### config.mk
export PLATFORM = sky130hd
export DESIGN_NAME = vc_switch_top
export DESIGN_NICKNAME = d
export VERILOG_FILES = /design/src/verilog/vc_pkg.sv /design/src/verilog/class_demux.sv /design/src/verilog/dest_router.sv /design/src/verilog/priority_arbiter.sv /design/src/verilog/vc_fifo.sv /design/src/verilog/vc_switch_top.sv
export VERILOG_INCLUDE_DIRS = /design/src /design/src/include
export SDC_FILE = /design/constraint.sdc
export NUM_CORES = 1
export LEC_CHECK = 0
export ABC_AREA = 1
export BUFFER_PORTS_ARGS = -buffer_cell sky130_fd_sc_hd__buf_2
export CAP_MARGIN = 30
export CORE_ASPECT_RATIO = 0.75
export CORE_MARGIN = 3
export CORE_UTILIZATION = 61
export CTS_BUF_LIST = sky130_fd_sc_hd__clkbuf_8
export CTS_CLUSTER_SIZE = 30
export DETAILED_ROUTE_END_ITERATION = 16
export PLACE_DENSITY = 0.91
export SYNTH_ARGS = -nofsm -noshare
export SYNTH_HDL_FRONTEND = slang
export SYNTH_SLANG_ARGS = --single-unit
### constraint.sdc
create_clock -name clk -period 5 [get_ports clk]
set_input_delay 0.75 -clock clk [delete_from_list [all_inputs] [get_ports clk]]
set_output_delay 0.75 -clock clk [all_outputs]
set_load 0.02 [all_outputs]
### src/include/vc_cfg.svh
`ifndef VC_CFG_SVH
`define VC_CFG_SVH

// Switch word layout
// Bit 5 is the class, bit 4 the destination, bits 3..0 the payload
`define VC_WORD_WIDTH 6

// Words held by each class FIFO
`define VC_FIFO_DEPTH 4

// Occupancy thresholds for the status flags
`define VC_ALMOST_EMPTY 1   // Almost empty at or below this, when not empty
`define VC_ALMOST_FULL 3    // Almost full and pause at or above this

// Bit positions inside a word
`define VC_CLASS_BIT (`VC_WORD_WIDTH - 1)
`define VC_DEST_BIT (`VC_WORD_WIDTH - 2)

`endif

### src/verilog/vc_pkg.sv
`include "vc_cfg.svh"

package vc_pkg;

    typedef logic [`VC_WORD_WIDTH-1:0] word_t;      // Class, destination and payload
    typedef logic [3:0] payload_t;                  // Payload field alone

    // Occupancy 0 to depth, so one bit more than the address
    typedef logic [$clog2(`VC_FIFO_DEPTH + 1)-1:0] count_t;

    // FIFO status, packed MSB first
    typedef struct packed {
        logic empty;
        logic almost_empty;
        logic almost_full;
        logic full;
        logic pause;        // Same as almost full, tells upstream to stop
        logic error;        // One cycle pulse, push into full FIFO
    } fifo_status_t;

    // Read word from the arbiter to the router
    typedef struct packed {
        logic  valid;
        logic  traffic_class;   // 0 came from high FIFO, 1 from low FIFO
        word_t word;
    } read_word_t;

endpackage

### src/verilog/class_demux.sv
`include "vc_cfg.svh"

module class_demux (
    input  logic           clk,
    input  logic           reset_L,
    input  vc_pkg::word_t  word_data,   // Word from upstream
    input  logic           word_valid,  // Strobe, one word per cycle
    output logic           push_hi,     // Push for the class 0 FIFO
    output logic           push_lo,     // Push for the class 1 FIFO
    output vc_pkg::word_t  push_data    // Shared by both FIFOs
);
    import vc_pkg::*;

    logic push_q;   // Registered strobe
    word_t data_q;  // Registered word

    // Control register, cleared on reset
    always_ff @(posedge clk) begin
        if (!reset_L) begin
            push_q <= 1'b0;
        end else begin
            push_q <= word_valid;
        end
    end

    // Payload register, only loads on a valid word
    always_ff @(posedge clk) begin
        if (word_valid) begin
            data_q <= word_data;
        end
    end

    // Steer the push by the class bit
    // Only one FIFO sees the strobe
    always_comb begin
        push_hi = push_q && !data_q[`VC_CLASS_BIT];   // Class 0, high priority
        push_lo = push_q && data_q[`VC_CLASS_BIT];    // Class 1, low priority
    end

    assign push_data = data_q;

endmodule

### src/verilog/dest_router.sv
`include "vc_cfg.svh"

module dest_router (
    input  logic               clk,
    input  logic               reset_L,
    input  vc_pkg::read_word_t read_word,     // From the arbiter
    output vc_pkg::payload_t   dest0_data,
    output vc_pkg::payload_t   dest1_data,
    output logic               dest0_valid,   // One cycle strobe per word
    output logic               dest1_valid
);
    import vc_pkg::*;

    logic     to_dest1;     // Destination bit of the incoming word
    payload_t payload;      // Low four bits of the word

    assign to_dest1 = read_word.word[`VC_DEST_BIT];
    assign payload = read_word.word[3:0];

    // Valid strobes, cleared on reset
    always_ff @(posedge clk) begin
        if (!reset_L) begin
            dest0_valid <= 1'b0;
            dest1_valid <= 1'b0;
        end else begin
            dest0_valid <= read_word.valid && !to_dest1;
            dest1_valid <= read_word.valid && to_dest1;
        end
    end

    // Data only moves with a valid word for that port
    always_ff @(posedge clk) begin
        if (read_word.valid && !to_dest1) begin
            dest0_data <= payload;
        end
        if (read_word.valid && to_dest1) begin
            dest1_data <= payload;
        end
    end

endmodule

### src/verilog/priority_arbiter.sv
module priority_arbiter (
    input  logic               empty_hi,    // Empty flag, class 0 FIFO
    input  logic               empty_lo,    // Empty flag, class 1 FIFO
    input  logic               hold,        // Downstream stop, blocks all pops
    output logic               pop_hi,
    output logic               pop_lo,
    input  vc_pkg::word_t      read_hi,     // Read data from the class 0 FIFO
    input  vc_pkg::word_t      read_lo,     // Read data from the class 1 FIFO
    input  logic               valid_hi,
    input  logic               valid_lo,
    output vc_pkg::read_word_t read_word    // Merged and tagged
);
    import vc_pkg::*;

    logic grant_hi;     // High FIFO wins this cycle
    logic grant_lo;     // Low FIFO wins this cycle

    // Fixed priority
    // The high class always goes first, the low class only on an empty high FIFO
    always_comb begin
        grant_hi = !hold && !empty_hi;
        grant_lo = !hold && empty_hi && !empty_lo;
    end

    assign pop_hi = grant_hi;
    assign pop_lo = grant_lo;   // Never together with pop_hi

    // Merge the read side
    // At most one FIFO answers per cycle, so its valid picks the word
    always_comb begin
        read_word.valid = valid_hi || valid_lo;
        read_word.traffic_class = valid_lo;    // 1 only for a class 1 word
        if (valid_lo) begin
            read_word.word = read_lo;
        end else begin
            read_word.word = read_hi;          // Also idle value
        end
    end

endmodule

### src/verilog/vc_fifo.sv
`include "vc_cfg.svh"

module vc_fifo #(
    parameter int depth = `VC_FIFO_DEPTH
) (
    input  logic                 clk,
    input  logic                 reset_L,
    input  logic                 push,        // Write strobe
    input  logic                 pop,         // Read strobe, never while empty
    input  vc_pkg::word_t        push_data,
    output vc_pkg::word_t        read_data,   // One cycle after pop
    output logic                 read_valid,  // Marks read_data
    output vc_pkg::fifo_status_t status
);
    import vc_pkg::*;

    localparam int addr_width = (depth > 1) ? $clog2(depth) : 1;
    localparam logic [addr_width-1:0] last_addr = addr_width'(depth - 1);

    word_t mem [depth];                      // Storage array
    logic [addr_width-1:0] wr_ptr, rd_ptr;   // Write and read addresses
    count_t count;                           // Words held
    logic write_en;                          // Push that is accepted
    logic error_q;                           // Registered error pulse
    logic empty, full;

    // Flags straight from the count
    assign empty = (count == '0);
    assign full = (count == count_t'(depth));
    assign write_en = push && !full;         // A push into full is dropped

    // Storage, no reset
    always_ff @(posedge clk) begin
        if (write_en) begin
            mem[wr_ptr] <= push_data;
        end
    end

    // Pointers wrap at depth, so non power of two depths work too
    always_ff @(posedge clk) begin
        if (!reset_L) begin
            wr_ptr <= '0;
            rd_ptr <= '0;
        end else begin
            if (write_en) begin
                wr_ptr <= (wr_ptr == last_addr) ? '0 : wr_ptr + 1'b1;
            end
            if (pop) begin
                rd_ptr <= (rd_ptr == last_addr) ? '0 : rd_ptr + 1'b1;
            end
        end
    end

    // Occupancy
    always_ff @(posedge clk) begin
        if (!reset_L) begin
            count <= '0;
        end else begin
            case ({write_en, pop})
                2'b10: count <= count + 1'b1;   // Write only
                2'b01: count <= count - 1'b1;   // Read only
                default: count <= count;        // Both or neither, count holds
            endcase
        end
    end

    // Error pulse for a dropped word
    always_ff @(posedge clk) begin
        if (!reset_L) begin
            error_q <= 1'b0;
        end else begin
            error_q <= push && full;
        end
    end

    // Registered read
    always_ff @(posedge clk) begin
        if (!reset_L) begin
            read_valid <= 1'b0;
        end else begin
            read_valid <= pop;
        end
    end

    always_ff @(posedge clk) begin
        if (pop) begin
            read_data <= mem[rd_ptr];   // Holds last word otherwise
        end
    end

    // Status out
    always_comb begin
        status.empty = empty;
        status.almost_empty = !empty && (count <= count_t'(`VC_ALMOST_EMPTY));
        status.almost_full = (count >= count_t'(`VC_ALMOST_FULL));
        status.full = full;
        status.pause = status.almost_full;   // Upstream stops here
        status.error = error_q;
    end

endmodule

### src/verilog/vc_switch_top.sv
module vc_switch_top (
    input  logic                 clk,
    input  logic                 reset_L,
    input  vc_pkg::word_t        word_data,
    input  logic                 word_valid,
    input  logic                 hold,        // Blocks all pops while high
    output vc_pkg::fifo_status_t status_hi,
    output vc_pkg::fifo_status_t status_lo,
    output vc_pkg::payload_t     dest0_data,
    output logic                 dest0_valid,
    output vc_pkg::payload_t     dest1_data,
    output logic                 dest1_valid
);
    import vc_pkg::*;

    logic       push_hi, push_lo;    // Demux to FIFOs
    word_t      push_data;
    logic       pop_hi, pop_lo;      // Arbiter to FIFOs
    word_t      read_hi, read_lo;    // FIFOs to arbiter
    logic       valid_hi, valid_lo;
    read_word_t read_word;           // Arbiter to router

    // Input side
    class_demux u_demux (
        .clk(clk), .reset_L(reset_L),
        .word_data(word_data), .word_valid(word_valid),
        .push_hi(push_hi), .push_lo(push_lo), .push_data(push_data)
    );

    // Class 0 queue
    vc_fifo fifo_hi (
        .clk(clk), .reset_L(reset_L),
        .push(push_hi), .pop(pop_hi), .push_data(push_data),
        .read_data(read_hi), .read_valid(valid_hi), .status(status_hi)
    );

    // Class 1 queue
    vc_fifo fifo_lo (
        .clk(clk), .reset_L(reset_L),
        .push(push_lo), .pop(pop_lo), .push_data(push_data),
        .read_data(read_lo), .read_valid(valid_lo), .status(status_lo)
    );

    priority_arbiter u_arbiter (
        .empty_hi(status_hi.empty), .empty_lo(status_lo.empty), .hold(hold),
        .pop_hi(pop_hi), .pop_lo(pop_lo),
        .read_hi(read_hi), .read_lo(read_lo),
        .valid_hi(valid_hi), .valid_lo(valid_lo), .read_word(read_word)
    );

    // Output side
    dest_router u_router (
        .clk(clk), .reset_L(reset_L), .read_word(read_word),
        .dest0_data(dest0_data), .dest1_data(dest1_data),
        .dest0_valid(dest0_valid), .dest1_valid(dest1_valid)
    );

endmodule
# Word level (Yosys, flattened, before mapping)
# Memory sizes are Yosys's and may differ from the RTL's. A register that Yosys moved wholly into a read port is not among the register bits.
# Cells that the tools add are included.
[classes]
n_addsub = 8
mul = 0
div_mod_pow = 0
order_cmp = 4
n_eq_ne = 10
shifts = 0
n_mux = 11
bitwise = 0
reduce_logical = 25
[op_table]
columns = ["operator", "count"]
rows = [
  ["1-bit logical AND", 13],
  ["2-bit == test, second input constant", 6],
  ["3-bit one-hot mux with 2 select lines", 2],
  ["2-bit by 1-bit adder with 2-bit output, second input constant", 4],
  ["2-bit two-way mux", 4],
  ["1-bit zero test", 7],
  ["3-bit by 1-bit adder with 3-bit output, second input constant", 2],
  ["3-bit == test, second input constant", 2],
  ["3-bit by 2-bit greater-or-equal comparator with 1-bit output, second input constant", 2],
  ["3-bit by 1-bit less-or-equal comparator with 1-bit output, second input constant", 2],
  ["3-bit zero test", 2],
  ["3-bit by 1-bit subtractor with 3-bit output, second input constant", 2],
  ["5-bit two-way mux", 1],
  ["2-bit by 1-bit == test with 1-bit output, second input constant", 2],
  ["1-bit two-way mux", 4],
  ["2-bit nonzero test", 2],
  ["1-bit logical OR", 1],
]
[word_totals]
regBits = 35
latch_bits = 0
ram_bits = 48
rom_bits = 0
inputBits = 10
output_inout_bits = 22
wordCells = 76
mem_count = 2
[memory_table]
columns = ["name", "words", "word_bits", "rd", "rd_clocked_by_memory_dff", "wr", "line_no", "rtl"]
rows = [
  ["fifo_hi.mem", 4, 6, 1, 1, 1, "vc_fifo.sv:20", "word_t mem [depth];"],
  ["fifo_lo.mem", 4, 6, 1, 1, 1, "vc_fifo.sv:20", ""],
]

# Depth between registers and ports, before layout
# Gate-level depths: netlist of the first run.
[depth]
word_depth = 5
depth_mapped = 10
ltp_nobuf = 10

# By module
# Synthesis of the first run repeated with hierarchy kept, for this count alone.
[unflattened]
hier_cells = 361
hier_area_um2 = 4022.6
[modules_own_cells]
columns = ["module", "n_inst", "cells_per_inst", "area_per_inst_um2", "seq_area_each_um2"]
rows = [
  ["vc_fifo at fifo_hi", 1, 154, 1701.6, 1081.0],
  ["vc_fifo at fifo_lo", 1, 151, 1682.9, 1081.0],
  ["dest_router", 1, 18, 312.8, 280.3],
  ["class_demux", 1, 13, 225.2, 200.2],
  ["priority_arbiter", 1, 25, 100.1, 0.0],
]

# Least setup slack after synthesis of the first run
# No wires, ideal clock.
[synth_path]
path_type = "register to output"
startpoint = "register fifo_hi.count[0]"
endpoint = "output status_hi[3] (netlist name)"
t_arrival_ns = 1.267
required_ns = 4.250
slack_ns = 2.983
path_stages_with_launch = 6
path_buffers = 1
cell_sequence = "dfxtp_1 -> ha_1 -> ha_1 -> nor2_1 -> o21ai_0 -> buf_4"
[synth_rtl]
columns = ["element", "line_no", "rtl"]
rows = [
  ["start, declared", "vc_fifo.sv:22", "count_t count;"],
  ["start signal, assigned", "vc_fifo.sv:60", "2'b10: count <= count + 1'b1;"],
  ["start signal, assigned", "vc_fifo.sv:61", "2'b01: count <= count - 1'b1;"],
  ["start signal, assigned", "vc_fifo.sv:62", "default: count <= count;"],
  ["end, declared", "vc_switch_top.sv:7", "output vc_pkg::fifo_status_t status_hi,"],
]

==> results of run 1 <==
stage by stage:
stage,instance area (sq um),worst slack (ns),cells
after floorplan,3570,2.98,311
after global placement,3740,3.10,406
after detailed placement,3740,3.03,406
after CTS,3920,2.70,422
after global routing,3920,2.58,422
final,3920,2.72,422
power groups by stage:
stage                     Sequential, uW  Clock (uW)  Combinational [uW]
final                                969         435                 620
after global placement               980           0                 598
after floorplan                      964           0                 504
after global routing                 982         480                 708
after CTS                            969         449                 623
after detailed placement             985           0                 619
logic make-up (layout without fill, tap and decap cells):
kind of cell | count (synthesis) | after routing
AO/OA/AOI/OAI | 51 | 51
flip-flops | 85 | 85
buffers and inverters | 51 | 87
AND/OR/NAND/NOR | 99 | 99
XOR/XNOR | 4 | 4
adder cells (fa/ha/maj) | 21 | 21
tightest hold or removal path: stages (launching register included):
cell	delay (ns)
dfxtp_1	0.35
nand2_1	0.09
nor3_1	0.04
worst max path at each step:
stage	startpoint	end	slack (ns)	cells after the start
2_1_floorplan	fifo_hi.count[0]$_SDFFE_PN0P_	status_hi[3]	2.98	5
3_3_place_gp	hold	fifo_hi.count[2]$_SDFFE_PN0P_	3.10	8
3_5_place_dp	hold	fifo_lo.count[1]$_SDFFE_PN0P_	3.03	8
4_1_cts	fifo_lo.count[0]$_SDFFE_PN0P_	status_lo[2]	2.70	5
5_1_grt	fifo_hi.count[1]$_SDFFE_PN0P_	status_hi[2]	2.58	5
6_report	fifo_lo.count[0]$_SDFFE_PN0P_	status_lo[2]	2.72	5
registers in the layout, summed over array words and instances (netlist names), 2 cells and up:
signal / cells
fifo_hi.count: 3
fifo_hi.mem: 20
fifo_hi.rd_ptr: 2
fifo_hi.read_data: 5
fifo_hi.wr_ptr: 2
fifo_lo.count: 3
fifo_lo.mem: 20
fifo_lo.rd_ptr: 2
fifo_lo.read_data: 5
fifo_lo.wr_ptr: 2
u_demux.push_data: 6
u_router.dest0_data: 4
u_router.dest1_data: 4
Yosys cell counts (all sizes together):
| master | instances |
|---|---|
| or2 | 1 |
| nand3 | 6 |
| edfxtp | 64 |
| nand2 | 28 |
| xor2 | 4 |
| buf | 11 |
| nor3 | 7 |
| dfxtp | 21 |
| nor2 | 57 |
| clkinv | 4 |
| ha | 21 |
| a21oi | 9 |
| inv | 36 |
| o22ai | 10 |
| o21ai | 32 |
layout make-up:
cell class              count  area [sq um]
flip-flops and latches     85          2340
fillers                   379          1570
multi-input cells         175           998
repair buffers             31           155
inverters                  40           151
clock buffers               9           124
well taps                  75          93.8
clock inverters             7          58.8
metal layers:
layer / up-vias / global-route usage / routed length [um]
met5: - / 0 / 0
met4: 0 / 0.0721 / 10
met3: 3 / 0.0756 / 374
met2: 59 / 0.314 / 2850
met1: 1042 / 0.262 / 2680
li1: 1105 / - / -
==> impl_metrics.ini, run 1 <==
[worst_setup_path]
cp_cell_sequence = inv_1, ha_1, nand2_1, inv_1, buf_2
required_ns = 4.25
cp-end-kind = output pin
critPathMostFrequentCell = inv_1
critical_path_arrival_ns = 1.53
worstReg2RegStart = fifo_lo.count[0]$_SDFFE_PN0P_
cp_slowest_cell = dfxtp_1
path_buf_inv = 3
worstPathMaxFanout = 3
path_delay_family = flip-flops
path_class = reg2out
rr_worst_depth = 8
slowest_delay_ns = 0.39
cp-start-kind = flip-flop
rrSetupSlack_ns = 3.05
r2r_end = fifo_lo.count[1]$_SDFFE_PN0P_

[global_routing]
grt_pass1_vias = 2130
grt_pass1_wl_um = 10000
grt_max_degree = 17
antenna_found_initial = 0
grt_remaining_overflow = 0
track_usage = 0.202

[power_and_ir_drop]
power.share.clock = 0.215
p_total_uw = 2020
combPwrFrac = 0.306
power.switching_uw = 743
power_density_nw_per_um2 = 516
seq_power_share = 0.479
ir_drop_v = 0.000255
power.internal_uw = 1280
switching_share = 0.367
leakage_uw = 0.00159

[detailed_routing]
drt_iter0_drc = 156
num_vias = 2209
routed_wl_um = 5910
via_per_inst = 5.23
wire_per_inst_um = 14.0
drc = 0
first_pass_iters = 4
ant_nets = 0

[run]
max_cap_violations = 0

[synth]
synth_mux_area_frac = 0
synth_compound_area_frac = 0.0751
synth_xor_area_frac = 0.00982
synth.distinct_cells = 23
yosysTopAreaCell = edfxtp_1
yosysTopAreaCellShare = 0.539
synth-simple-area-share = 0.121
syn_inst = 311
synth.yosys.seq_area_share = 0.657
yosysWarnings = 0
syn_nets = 342
syn_area_sq_um = 3570
synth_top_family_by_area = simple AND/OR/NAND/NOR gates
syn_avg_cell_area_sq_um = 11.5
ys_ff_latch = 85
synth_fa_ha_area_frac = 0.0737
synth.area.top_cells = edfxtp_1, dfxtp_1, ha_1, nor2_1, o21ai_0

[cells_and_area]
fin_nets = 373
final_util = 0.714
num_antenna_cells = 0
synthToLayoutAreaGrowth_pct = 10.0
final_common_cell = edfxtp_1
drive_gt1_frac = 0.167
most-common-layout-cells = edfxtp_1, nor2_1, inv_1, buf_2, o21ai_0

[placement]
portBuffers = 31
hpwl_um = 4380
routabilityCongestion = 0.837

[clock_network]
cts_root_buf = clkbuf_8
clockBufferDepth = 2
h-tree-depth = 3
cts_tree = built
post_cts_buffers = 0
cts_inserted_buffers = 9
clock_latency_ns = 0.35
holdBufCountCts = 0
ctsResizeCount = 0
clk_pin_slew_ns = 0.09
numClockSinks = 85

[floorplanning]
start_util = 0.649
die-area_sq_um = 6810
pin_count = 32
core_sq_um = 5500
rows = 23
dieWidth_um = 94.3
die_h_um = 72.2

[sta]
tightest_slew_ns = 0.487
rsz0062_at_grt = no
final_max_slew_viol_count = 0
setup_violations = 0
skew_ns = 0.00800
whs_ns = 0.526
fin_crit_ns = 2.28
fmax_mhz = 439
period_share = 0.455
slew_headroom = 0.675
tns_ns = 0
hold_viol = 0

[min_path]
worstHoldStart = u_demux.push_q$_SDFF_PN0_
hold_path_end = fifo_lo.error_q$_SDFF_PN0_
hp-class = reg2reg
min_path_cells = 2

[run_status]
status = completed
No activity file was read; power rests on OpenSTA's default activity.
==> run 2: changes to the inputs <==
- CORE_UTILIZATION: 61 -> 55
- PLACE_DENSITY: 0.91 -> 0.88
- clock period: 5 -> 1.9 ns (I/O delays scaled with it)
==> impl_metrics.ini, run 2 (synthesized netlist as in run 1, its figures left out) <==
[run_status]
status = completed

[cells_and_area]
fin_nets = 388
final_util = 0.669
synthToLayoutAreaGrowth_pct = 13.2
most-common-layout-cells = edfxtp_1, nor2_1, inv_1, buf_2, o21ai_0
stdcell_count = 440
num_antenna_cells = 0
fill_cells = 432
post-route-cell-area_sq_um = 4040
final_common_cell = edfxtp_1
drive_gt1_frac = 0.210

[sta]
slew_headroom = 0.769
rsz0062_at_grt = no
final_max_slew_viol_count = 0
skew_ns = 0.00698
hold_viol = 0
period_share = 0.941
tns_ns = 0
tightest_slew_ns = 0.345
setup_violations = 0
fmax_mhz = 559
fin_crit_ns = 1.79

[floorplanning]
core_sq_um = 6040
pin_count = 32
die_h_um = 75.7
dieWidth_um = 99.0
rows = 24
start_util = 0.591
die-area_sq_um = 7500

[power_and_ir_drop]
ir_drop_v = 0.000621
switching_share = 0.370
power.internal_uw = 3420
leakage_uw = 0.00166
power.share.clock = 0.206
power_density_nw_per_um2 = 1350
seq_power_share = 0.461
p_total_uw = 5430
combPwrFrac = 0.333
power.switching_uw = 2010

[detailed_routing]
num_vias = 2331
drc = 0
via_per_inst = 5.30
drt_iter0_drc = 277
first_pass_iters = 6
routed_wl_um = 6790
wire_per_inst_um = 15.4
ant_nets = 0

[worst_setup_path]
critPathMostFrequentCell = inv_1
worstReg2RegStart = fifo_hi.count[1]$_SDFFE_PN0P_
slowest_delay_ns = 0.32
rrSetupSlack_ns = 0.12
rr_worst_depth = 9
worstPathMaxFanout = 6
r2r_end = fifo_hi.count[1]$_SDFFE_PN0P_
cp-end-kind = output pin
cp_cell_sequence = inv_1, ha_1, nand2_1, inv_1, buf_2
critical_path_arrival_ns = 1.50
required_ns = 1.62
cp-start-kind = flip-flop
cp_slowest_cell = dfxtp_1
cp-startpoint = fifo_hi.count[1]$_SDFFE_PN0P_
path_class = reg2out

[global_routing]
antenna_found_initial = 0
grt_max_degree = 16
grt_remaining_overflow = 0
grt_pass1_vias = 2236
grt_pass1_wl_um = 10700
track_usage = 0.194

[placement]
routabilityCongestion = 0.861
place_area_sq_um = 3860
portBuffers = 31
dpl.cell_count = 424
hpwl_um = 5060

[min_path]
hold_path_end = u_demux.push_data[5]$_DFFE_PP_
hp-class = in2reg
min_path_cells = 1
worstHoldStart = word_data[5]

[clock_network]
clk_pin_slew_ns = 0.08
cts_inserted_buffers = 9
post_cts_buffers = 0
cts_tree = built
clock_latency_ns = 0.36
numClockSinks = 85
cts_root_buf = clkbuf_8
clockBufferDepth = 2
h-tree-depth = 3

[run]
max_cap_violations = 0
==> run 2: cell types whose count changed in the layout (fill, tap and decap cells not counted), sizes merged <==
cell      previous run  this run
buf                 31        46
inv                 39        37
clkinv               7         8
clkinvlp             1         2
==> run 2: through the flow <==
| stage | worst slack (ns) | hold slack (ns) |
|---|---|---|
| floorplan | 0.262 | 0.383 |
| detailed placement | 0.141 | 0.463 |
| CTS | 0.0719 | 0.0759 |
| global placement | 0.236 | 0.461 |
| finish | 0.111 | 0.0916 |
| global route | 0.00359 | 0.0714 |
==> run 2: worst max-delay path by stage <==
stage,to,slack [ns]
2_1_floorplan,fifo_hi.count[2]$_SDFFE_PN0P_,0.26
3_3_place_gp,fifo_hi.count[2]$_SDFFE_PN0P_,0.24
3_5_place_dp,fifo_hi.count[1]$_SDFFE_PN0P_,0.14
4_1_cts,status_lo[2],0.07
5_1_grt,status_hi[2],0.004
6_report,status_hi[2],0.11
==> run 2: area by class of cell <==
class	instances	area (sq um)	share of cell area
multi-input cells	175	1000	0.248
flip-flops and latches	85	2340	0.581
clock buffers	9	124	0.0307
clock inverters	7	51.3	0.0127
repair buffers	46	268	0.0663
well taps	78	97.6	0.0242
inverters	40	151	0.0375
==> run 2: what timing repair did <==
item                                    4_1_cts  5_1_grt
hold buffers                                  0        0
gates resized for setup                       0        3
endpoints found under the setup margin        0        4
==> run 2: worst max-delay path: cells and delay by family (launching register included) <==
family        cells  cell delay (ns)
fa+ha+maj         1             0.26
buf+inv           3             0.42
flops             1             0.32
simple gates      1             0.14
==> run 2: routing by layer <==
| layer | vias up | routed length (um) | share of wire | global-route usage |
|---|---|---|---|---|
| li1 | 1130 | - | - | - |
| met1 | 1057 | 2840 | 0.42 | 0.247 |
| met2 | 124 | 3140 | 0.46 | 0.309 |
| met3 | 20 | 707 | 0.10 | 0.0704 |
| met4 | 0 | 109 | 0.016 | 0.0773 |
| met5 | - | 0 | 0 | 0 |
==> run 2: power groups by stage <==
stage | clock network, uW | registers, uW | logic [uW]
floorplan | 0 | 2540 | 1330
global placement | 0 | 2530 | 1690
detailed placement | 0 | 2540 | 1790
CTS | 1160 | 2500 | 1800
global route | 1230 | 2530 | 2030
finish | 1120 | 2510 | 1810
